**src/rt_consts.svh**
```systemverilog
`ifndef RT_CONSTS_SVH
`define RT_CONSTS_SVH

// Frame size in pixels
`define RT_COLS 8
`define RT_ROWS 6
`define RT_NUM_RAYS (`RT_COLS * `RT_ROWS)

// Fixed-point vector component width
`define RT_VW 16

`define RT_FIFO_DEPTH 8
`define RT_PIPE_LAT 3

// APB register map, components x/y/z at +0/+4/+8
`define RT_ADDR_CTRL 8'h00
`define RT_ADDR_E 8'h10
`define RT_ADDR_U 8'h20
`define RT_ADDR_V 8'h30
`define RT_ADDR_W 8'h40

`endif

```
**src/rt_pkg.sv**
```systemverilog
`include "rt_consts.svh"

package rt_pkg;

	typedef struct packed {
		logic signed [`RT_VW-1:0] x;
		logic signed [`RT_VW-1:0] y;
		logic signed [`RT_VW-1:0] z;
	} vec_t;

	// Eye point and camera basis
	typedef struct packed {
		vec_t e;
		vec_t u;
		vec_t v;
		vec_t w;
	} cam_t;

	typedef logic [$clog2(`RT_NUM_RAYS)-1:0] pixel_id_t;
	typedef logic [$clog2(`RT_COLS)-1:0] col_t;
	typedef logic [$clog2(`RT_ROWS)-1:0] row_t;

	typedef struct packed {
		col_t x;
		row_t y;
		pixel_id_t id;
	} pix_t;

	typedef struct packed {
		vec_t origin;
		vec_t dir;
		pixel_id_t id;
	} ray_t;

endpackage

```
**src/cam_regs.sv**
```systemverilog
`timescale 1ns/1ns
`include "rt_consts.svh"

module cam_regs (
	input logic clk,
	input logic rst,
	input logic [7:0] paddr,
	input logic psel,
	input logic penable,
	input logic pwrite,
	input logic [31:0] pwdata,
	output logic [31:0] prdata,
	output logic pready,
	output logic pslverr,
	input logic busy,
	output rt_pkg::cam_t cam,
	output logic start
);

	function automatic logic [`RT_VW-1:0] get_comp(rt_pkg::vec_t v, logic [1:0] c);
		case (c)
			2'd0: return v.x;
			2'd1: return v.y;
			default: return v.z;
		endcase
	endfunction

	function automatic rt_pkg::vec_t set_comp(rt_pkg::vec_t v, logic [1:0] c,
			logic [`RT_VW-1:0] d);
		rt_pkg::vec_t r;
		r = v;
		case (c)
			2'd0: r.x = d;
			2'd1: r.y = d;
			default: r.z = d;
		endcase
		return r;
	endfunction

	logic acc, wr_ok, mapped;
	logic [7:0] base;
	logic [1:0] comp;
	logic comp_ok;
	logic hit_ctrl, hit_e, hit_u, hit_v, hit_w, hit_vec;
	rt_pkg::vec_t rd_vec;

	assign acc = psel && penable; // Access phase, no wait states
	assign base = {paddr[7:4], 4'h0};
	assign comp = paddr[3:2];
	assign comp_ok = (paddr[1:0] == 2'b00) && (comp != 2'd3);

	assign hit_ctrl = (paddr == `RT_ADDR_CTRL);
	assign hit_e = (base == `RT_ADDR_E);
	assign hit_u = (base == `RT_ADDR_U);
	assign hit_v = (base == `RT_ADDR_V);
	assign hit_w = (base == `RT_ADDR_W);
	assign hit_vec = comp_ok && (hit_e || hit_u || hit_v || hit_w);
	assign mapped = hit_ctrl || hit_vec;

	assign pready = 1'b1;
	assign pslverr = acc && !mapped;
	assign wr_ok = acc && pwrite && mapped;

	always_comb begin
		rd_vec = cam.e;
		if (hit_u) rd_vec = cam.u;
		if (hit_v) rd_vec = cam.v;
		if (hit_w) rd_vec = cam.w;
		prdata = '0;
		if (hit_ctrl) prdata = {31'b0, busy};
		else if (hit_vec) prdata = 32'(get_comp(rd_vec, comp));
	end

	always_ff @(posedge clk, posedge rst) begin
		if (rst) begin
			cam <= '0;
			start <= 1'b0;
		end else begin
			start <= wr_ok && hit_ctrl && pwdata[0] && !busy; // Dropped while a frame runs
			if (wr_ok && hit_vec) begin
				if (hit_e) cam.e <= set_comp(cam.e, comp, pwdata[`RT_VW-1:0]);
				if (hit_u) cam.u <= set_comp(cam.u, comp, pwdata[`RT_VW-1:0]);
				if (hit_v) cam.v <= set_comp(cam.v, comp, pwdata[`RT_VW-1:0]);
				if (hit_w) cam.w <= set_comp(cam.w, comp, pwdata[`RT_VW-1:0]);
			end
		end
	end

endmodule

```
**src/pixel_scan.sv**
```systemverilog
`timescale 1ns/1ns
`include "rt_consts.svh"

module pixel_scan (
	input logic clk,
	input logic rst,
	input logic start,
	input logic [3:0] fifo_count,
	input logic [1:0] in_flight,
	output logic busy,
	output logic issue_valid,
	output rt_pkg::pix_t issue
);

	typedef enum logic {IDLE, ACTIVE} state_t;

	state_t state;
	logic [4:0] used;
	logic last_col, last_pix;

	// Slots already claimed in the FIFO, counting rays still in the pipe
	assign used = 5'(fifo_count) + 5'(in_flight);

	assign busy = (state == ACTIVE);
	assign issue_valid = busy && (used < 5'(`RT_FIFO_DEPTH));

	assign last_col = (issue.x == rt_pkg::col_t'(`RT_COLS - 1));
	assign last_pix = (issue.id == rt_pkg::pixel_id_t'(`RT_NUM_RAYS - 1));

	always_ff @(posedge clk, posedge rst) begin
		if (rst) begin
			state <= IDLE;
			issue <= '0;
		end else begin
			case (state)
				IDLE: begin
					if (start) begin
						state <= ACTIVE;
						issue.x <= '0;
						issue.y <= rt_pkg::row_t'(`RT_ROWS - 1); // Top row first
						issue.id <= '0;
					end
				end
				ACTIVE: begin
					if (issue_valid) begin
						issue.id <= issue.id + 1'b1;
						if (last_col) begin
							issue.x <= '0;
							issue.y <= issue.y - 1'b1;
						end else begin
							issue.x <= issue.x + 1'b1;
						end
						if (last_pix) state <= IDLE;
					end
				end
				default: state <= IDLE;
			endcase
		end
	end

endmodule

```
**src/ray_dir_pipe.sv**
```systemverilog
`timescale 1ns/1ns
`include "rt_consts.svh"

module ray_dir_pipe (
	input logic clk,
	input logic rst,
	input rt_pkg::cam_t cam,
	input logic issue_valid,
	input rt_pkg::pix_t issue,
	output logic out_valid,
	output rt_pkg::ray_t out,
	output logic [1:0] in_flight
);

	localparam int VW = `RT_VW;

	function automatic rt_pkg::vec_t vscale(logic signed [`RT_VW-1:0] s, rt_pkg::vec_t a);
		rt_pkg::vec_t r;
		r.x = s * a.x;
		r.y = s * a.y;
		r.z = s * a.z;
		return r;
	endfunction

	function automatic rt_pkg::vec_t vadd(rt_pkg::vec_t a, rt_pkg::vec_t b);
		rt_pkg::vec_t r;
		r.x = a.x + b.x;
		r.y = a.y + b.y;
		r.z = a.z + b.z;
		return r;
	endfunction

	logic signed [VW-1:0] sx, sy;

	logic v1, v2;
	rt_pkg::vec_t s1_pu, s1_pv, s1_e;
	rt_pkg::pixel_id_t s1_id;
	rt_pkg::vec_t s2_d, s2_e;
	rt_pkg::pixel_id_t s2_id;

	// Centred pixel offsets
	assign sx = VW'(issue.x) - VW'(`RT_COLS / 2);
	assign sy = VW'(issue.y) - VW'(`RT_ROWS / 2);

	assign in_flight = 2'(v1) + 2'(v2) + 2'(out_valid);

	always_ff @(posedge clk, posedge rst) begin
		if (rst) begin
			v1 <= 1'b0;
			v2 <= 1'b0;
			out_valid <= 1'b0;
		end else begin
			v1 <= issue_valid;
			v2 <= v1;
			out_valid <= v2;
		end
	end

	always_ff @(posedge clk) begin
		// Stage 1: sx*U and sy*V
		s1_pu <= vscale(sx, cam.u);
		s1_pv <= vscale(sy, cam.v);
		s1_e <= cam.e;
		s1_id <= issue.id;

		// Stage 2
		s2_d <= vadd(s1_pu, s1_pv);
		s2_e <= s1_e;
		s2_id <= s1_id;

		// Stage 3: add the view direction
		out.dir <= vadd(s2_d, cam.w);
		out.origin <= s2_e;
		out.id <= s2_id;
	end

endmodule

```
**src/ray_fifo.sv**
```systemverilog
`timescale 1ns/1ns
`include "rt_consts.svh"

module ray_fifo #(
	parameter int DEPTH = `RT_FIFO_DEPTH
) (
	input logic clk,
	input logic rst,
	input logic wr_valid,
	input rt_pkg::ray_t wr_data,
	output logic ray_valid,
	output rt_pkg::ray_t ray,
	input logic ray_stall,
	output logic [3:0] fifo_count
);

	localparam int AW = $clog2(DEPTH);

	rt_pkg::ray_t mem [DEPTH];
	logic [AW-1:0] wr_ptr, rd_ptr;
	logic [AW:0] count;
	logic push, pop, full;

	assign full = (count == (AW+1)'(DEPTH));
	assign push = wr_valid && !full; // Credit keeps this from ever blocking
	assign pop = ray_valid && !ray_stall;

	assign ray_valid = (count != '0);
	assign ray = mem[rd_ptr]; // Head stays put while stalled
	assign fifo_count = 4'(count);

	always_ff @(posedge clk) begin
		if (push) mem[wr_ptr] <= wr_data;
	end

	always_ff @(posedge clk, posedge rst) begin
		if (rst) begin
			wr_ptr <= '0;
			rd_ptr <= '0;
			count <= '0;
		end else begin
			if (push) wr_ptr <= wr_ptr + 1'b1;
			if (pop) rd_ptr <= rd_ptr + 1'b1;
			case ({push, pop})
				2'b10: count <= count + 1'b1;
				2'b01: count <= count - 1'b1;
				default: count <= count;
			endcase
		end
	end

endmodule

```
**src/prg_top.sv**
```systemverilog
`timescale 1ns/1ns

module prg_top (
	input logic clk,
	input logic rst,
	input logic [7:0] paddr,
	input logic psel,
	input logic penable,
	input logic pwrite,
	input logic [31:0] pwdata,
	output logic [31:0] prdata,
	output logic pready,
	output logic pslverr,
	output logic ray_valid,
	output rt_pkg::ray_t ray,
	input logic ray_stall
);

	rt_pkg::cam_t cam;
	logic start, busy;
	logic issue_valid;
	rt_pkg::pix_t issue;
	logic out_valid;
	rt_pkg::ray_t pipe_ray;
	logic [1:0] in_flight;
	logic [3:0] fifo_count;

	cam_regs regs0 (
		.clk(clk),
		.rst(rst),
		.paddr(paddr),
		.psel(psel),
		.penable(penable),
		.pwrite(pwrite),
		.pwdata(pwdata),
		.prdata(prdata),
		.pready(pready),
		.pslverr(pslverr),
		.busy(busy),
		.cam(cam),
		.start(start)
	);

	pixel_scan scan0 (
		.clk(clk),
		.rst(rst),
		.start(start),
		.fifo_count(fifo_count),
		.in_flight(in_flight),
		.busy(busy),
		.issue_valid(issue_valid),
		.issue(issue)
	);

	ray_dir_pipe pipe0 (
		.clk(clk),
		.rst(rst),
		.cam(cam),
		.issue_valid(issue_valid),
		.issue(issue),
		.out_valid(out_valid),
		.out(pipe_ray),
		.in_flight(in_flight)
	);

	ray_fifo fifo0 (
		.clk(clk),
		.rst(rst),
		.wr_valid(out_valid),
		.wr_data(pipe_ray),
		.ray_valid(ray_valid),
		.ray(ray),
		.ray_stall(ray_stall),
		.fifo_count(fifo_count)
	);

endmodule

```
**config.mk**
```make
export PLATFORM = sky130hd
export DESIGN_NAME = prg_top
export DESIGN_NICKNAME = d
export VERILOG_FILES = /design/src/rt_pkg.sv /design/src/cam_regs.sv /design/src/pixel_scan.sv /design/src/ray_dir_pipe.sv /design/src/ray_fifo.sv /design/src/prg_top.sv
export VERILOG_INCLUDE_DIRS = /design/src
export SDC_FILE = /design/constraint.sdc
export NUM_CORES = 2
export LEC_CHECK = 0
export ABC_AREA = 1
export BUFFER_PORTS_ARGS = -buffer_cell sky130_fd_sc_hd__buf_2
export CELL_PAD_IN_SITES_DETAIL_PLACEMENT = 0
export CELL_PAD_IN_SITES_GLOBAL_PLACEMENT = 1
export CORE_MARGIN = 2
export CORE_UTILIZATION = 45
export DETAILED_ROUTE_END_ITERATION = 7
export PLACE_DENSITY_LB_ADDON = 0.1
export SLEW_MARGIN = 40
export SYNTH_ARGS = -nofsm -noshare
export SYNTH_HDL_FRONTEND = slang
export SYNTH_SLANG_ARGS = --single-unit
```
**constraint.sdc**
```tcl
create_clock -name clk -period 6.2 [get_ports clk]
set_input_delay 0.31 -clock clk [delete_from_list [all_inputs] [get_ports clk]]
set_output_delay 0.31 -clock clk [all_outputs]
set_load 0.01 [all_outputs]
```
==> run_results.csv <==
group,metric,value,unit
clock_network,cts.root.buffer_cell,"sky130_fd_sc_hd__clkbuf_16",
global_route,grt_start_max_net_pins,171,
cells_and_area,final_area,71500,um2
flow_run,cap_violations,0,
clock_network,tritoncts_buffers,148,
worst_setup_path,crit_path_max_fanout,24,
worst_setup_path,crit_top_cell,"sky130_fd_sc_hd__nand2_1",
clock_network,cts_tree,"done",
clock_network,clock_tree.htree_level_count,4,
global_route,grt-ovfl-total,0,
placement,placed_area,66400,um2
floorplan,die_width,380,um
routing,detail_route.drc_violations,0,
floorplan,floorplan.core_area,141000,um2
synth,most_common_flop_cell_mapped_by_yosys,"sky130_fd_sc_hd__edfxtp_1",
synth,syn-cell-area,63800,um2
sta,maxSlewHeadroom,0.431,
sta,fmax,203,MHz
cells_and_area,finalNonFillerCells,8357,
sta,final_worst_path_period_share,0.794,
synth,netlist_instances,6257,
cells_and_area,final_layout_size_suffix_gt1_frac,0.0804,
sta,slew_violations,0,
worst_setup_path,critical-path-max-stage-delay,0.75,ns
routing,drt-wirelength-per-cell,21.2,um
clock_network,clk-insertion-delay-late,0.79,ns
placement,dp_cells,8074,
global_route,grt_antenna_before_repair,11,
global_route,gr-usage-all-layers,0.245,
synth,fraction_of_post_synthesis_cell_area_in_the_top_cell_type_by_area,0.384,
placement,io_buffer_count,149,
routing,initialDrtViolationCount,3437,
worst_setup_path,cp_data_arrival_time,5.61,ns
worst_setup_path,worst-setup-path-type,"flop to flop",
sta,setup_viol_count_final,0,
synth,synthDominantAreaCellType,"sky130_fd_sc_hd__edfxtp_1",
global_route,first_pass_grt_wire_length,266000,um
routing,wirelength,177000,um
synth,synth-edff-count,816,
synth,syn-mean-instance-area,10.2,um2
routing,detail_route.vias_per_cell,5.26,
synth,synth.yosys.warnings,0,
worst_setup_path,critical-path-slowest-cell,"sky130_fd_sc_hd__dfrtp_1",
floorplan,number_of_ports_placed_on_the_die_boundary,183,
routing,drtAntennaViolNets,0,
placement,gpl.final_weighted_congestion,0.898,
outcome,status,"finished clean",
sta,clock_skew,0.0369,ns
global_route,first_global_vias,42021,
clock_network,ctsLongestPathBuffers,3,
worst_setup_path,critical_path.startpoint_type,"flop",
clock_network,clock-sinks,1389,
synth,share_of_the_yosys_chip_area_belonging_to_registers,0.581,
floorplan,fp.dieArea,145000,um2
floorplan,core.rowCount,138,
power_and_ir_drop,leakage,29.2,nW
power_and_ir_drop,worst_ir_drop_vdd,304,uV
min_path,min-delay-path-class,"input port to flop",
synth,yosysUniqueCellTypes,42,
worst_setup_path,worstPathCellList,"ha_1, nand2_1, nand2_1, clkinv_1, buf_4, nor2_1, ha_1, inv_1, fa_1, inv_1, fa_1, ha_1, fa_1, nand2_1, nand2_1, nand3_1, nand3_1, nand3_1, nand2_1",
sta,grt_setup_unrepaired,"no",
worst_setup_path,worstPathRequired,6.88,ns
sta,hold_ws,0.0680,ns
sta,hold_violations,0,
cells_and_area,area_growth,12.2,%
synth,async_s_r_ff_share_synth,0.158,
synth,yosys_register_bits,1389,
sta,final_period_minus_worst_setup_slack,4.92,ns
clock_network,clkSlewWorstSetupHoldPaths,0.06,ns
power_and_ir_drop,power-per-cell-area,396,nW/um2
routing,dr_total_vias,43969,
placement,hpwlAfterDp,115000,um
sta,setup-tns-final,0,ns
cells_and_area,num-nets-final,6814,
floorplan,die_h,380,um
floorplan,initial_core_utilization,0.452,
sta,tightest_pin_transition,0.853,ns
synth,synth.area.top_cells,"sky130_fd_sc_hd__edfxtp_1, sky130_fd_sc_hd__dfxtp_1, sky130_fd_sc_hd__dfrtp_1",
clock_network,cts_setup_buffers,0,
worst_setup_path,setup.worst_path.end_class,"flop",
routing,drt_pre_antenna_iters,6,
synth_stat cells, drive strengths merged, types with 5 or more instances:
cell / instances
nand2: 1361
nor2: 948
edfxtp: 816
o21ai: 514
inv: 478
dfxtp: 354
ha: 263
dfrtp: 219
nand3: 207
clkbuf: 204
o32ai: 204
fa: 164
a21oi: 159
buf: 83
xor2: 83
xnor2: 61
or2: 30
nand4: 19
a21boi: 16
o21bai: 15
o22ai: 15
nor3: 11
nand3b: 9
a21o: 7
o211ai: 5
through the flow:
step | utilization | setup WS, ns | power, W
after floorplan | - | 0.461 | 0.0167
after global placement | 0.470 | 1.27 | 0.0197
after detailed placement | 0.471 | 1.29 | 0.0198
after CTS | 0.506 | 1.28 | 0.0286
after global routing | 0.507 | 0.976 | 0.0299
final | 0.507 | 1.28 | 0.0283
report_power, final:
| group | switching (W) | leakage (nW) | internal, W |
|---|---|---|---|
| Combinational | 0.00569 | 14.3 | 0.00266 |
| Sequential | 0.000594 | 12.5 | 0.0106 |
| Clock | 0.00370 | 2.39 | 0.00508 |
cells by family (layout without fill, tap and decap cells):
kind of cell,Yosys count,count (layout),synth area share
xor gates and xnor gates,144,144,0.0198
AOI/OAI and AO/OA,941,941,0.0881
DFF,1389,1389,0.581
buffers and inverters,767,960,0.0473
and+or+nand+nor,2586,2586,0.160
adders and majority gates,427,427,0.103
other,2,19,0.000118
muxes,1,1,0.000177
placed cells by master, fill, tap and decap left out, types with 8 or more instances in the layout:
master                          n
sky130_fd_sc_hd__nand2_1     1346
sky130_fd_sc_hd__nor2_1       933
sky130_fd_sc_hd__edfxtp_1     816
sky130_fd_sc_hd__inv_1        462
sky130_fd_sc_hd__dfxtp_1      354
sky130_fd_sc_hd__o21ai_0      317
sky130_fd_sc_hd__ha_1         263
sky130_fd_sc_hd__dfrtp_1      214
sky130_fd_sc_hd__nand3_1      207
sky130_fd_sc_hd__o32ai_1      204
sky130_fd_sc_hd__o21ai_1      196
sky130_fd_sc_hd__fa_1         164
sky130_fd_sc_hd__a21oi_1      159
sky130_fd_sc_hd__clkbuf_16    150
sky130_fd_sc_hd__buf_2        149
sky130_fd_sc_hd__xor2_1        83
sky130_fd_sc_hd__xnor2_1       61
sky130_fd_sc_hd__clkbuf_1      38
sky130_fd_sc_hd__buf_4         31
sky130_fd_sc_hd__or2_2         30
sky130_fd_sc_hd__clkbuf_8      30
sky130_fd_sc_hd__clkinv_2      19
sky130_fd_sc_hd__nand4_1       19
sky130_fd_sc_hd__conb_1        17
sky130_fd_sc_hd__a21boi_0      16
sky130_fd_sc_hd__o21bai_1      15
sky130_fd_sc_hd__o22ai_1       15
sky130_fd_sc_hd__nand2_2       14
sky130_fd_sc_hd__buf_12        14
sky130_fd_sc_hd__inv_2         12
sky130_fd_sc_hd__nor2_4         9
sky130_fd_sc_hd__nand3b_1       9
sky130_fd_sc_hd__clkinv_1       8
sky130_fd_sc_hd__nor3_1         8
sky130_fd_sc_hd__clkinvlp_4     8
sequential cells by signal, summed over array words and instances (netlist names), 3 cells and up:
name / count
pipe0.s1_pv: 48
pipe0.s2_d: 48
fifo0.mem: 816
regs0.cam: 192
pipe0.s1_pu: 48
pipe0.s1_id: 6
pipe0.s1_e: 48
pipe0.s2_id: 6
scan0.issue: 12
fifo0.wr_ptr: 3
fifo0.rd_ptr: 3
pipe0.out: 102
pipe0.s2_e: 48
fifo0.fifo_count: 4
path summary, 6_finish.rpt:
kind | startpoint | end | slack, ns | depth (start not counted)
worst max-delay path | scan0.issue[6] | pipe0.s1_pv[15] | 1.28 | 19
worst min-delay path | pwdata[11] | regs0.cam[107] | 0.07 | 4
worst max register to register | scan0.issue[6] | pipe0.s1_pv[15] | 1.28 | 19
worst min register to register | pipe0.s1_e[30] | pipe0.s2_e[30] | 0.32 | 0
max in group asynchronous | rst | regs0.cam[145] | 4.42 | 5
min in group asynchronous | rst | fifo0.fifo_count[1] | 0.09 | 3
critical path, delay by kind of cell (launching register included):
| family | cells | cell delay (ns) |
|---|---|---|
| adders and majority gates | 6 | 2.19 |
| buffers and inverters | 4 | 0.56 |
| DFF | 1 | 0.75 |
| and+or+nand+nor | 9 | 1.29 |
per-layer routing:
metal	global-route usage	share of wire	vias to the layer above
met5	0	0.000068	-
met4	0.0622	0.022	2
met3	0.0395	0.057	193
met2	0.387	0.46	1112
met1	0.351	0.46	21487
li1	-	-	21175
final cells by class:
class | instances | area [um2]
antenna | 2 | 5.00
clock buffer | 218 | 4310
clock inverter | 56 | 607
fill | 12998 | 69500
inverter | 480 | 1830
multi-input combinational | 4116 | 23800
sequential | 1389 | 37100
tap | 1890 | 2360
timing repair buffer | 206 | 1510
repair_timing:
item | in CTS | in global routing
gates resized for setup | 0 | 0
hold endpoints to repair | 19 | 0
hold buffers | 2 | 0
(Power assumes the default switching activity.)
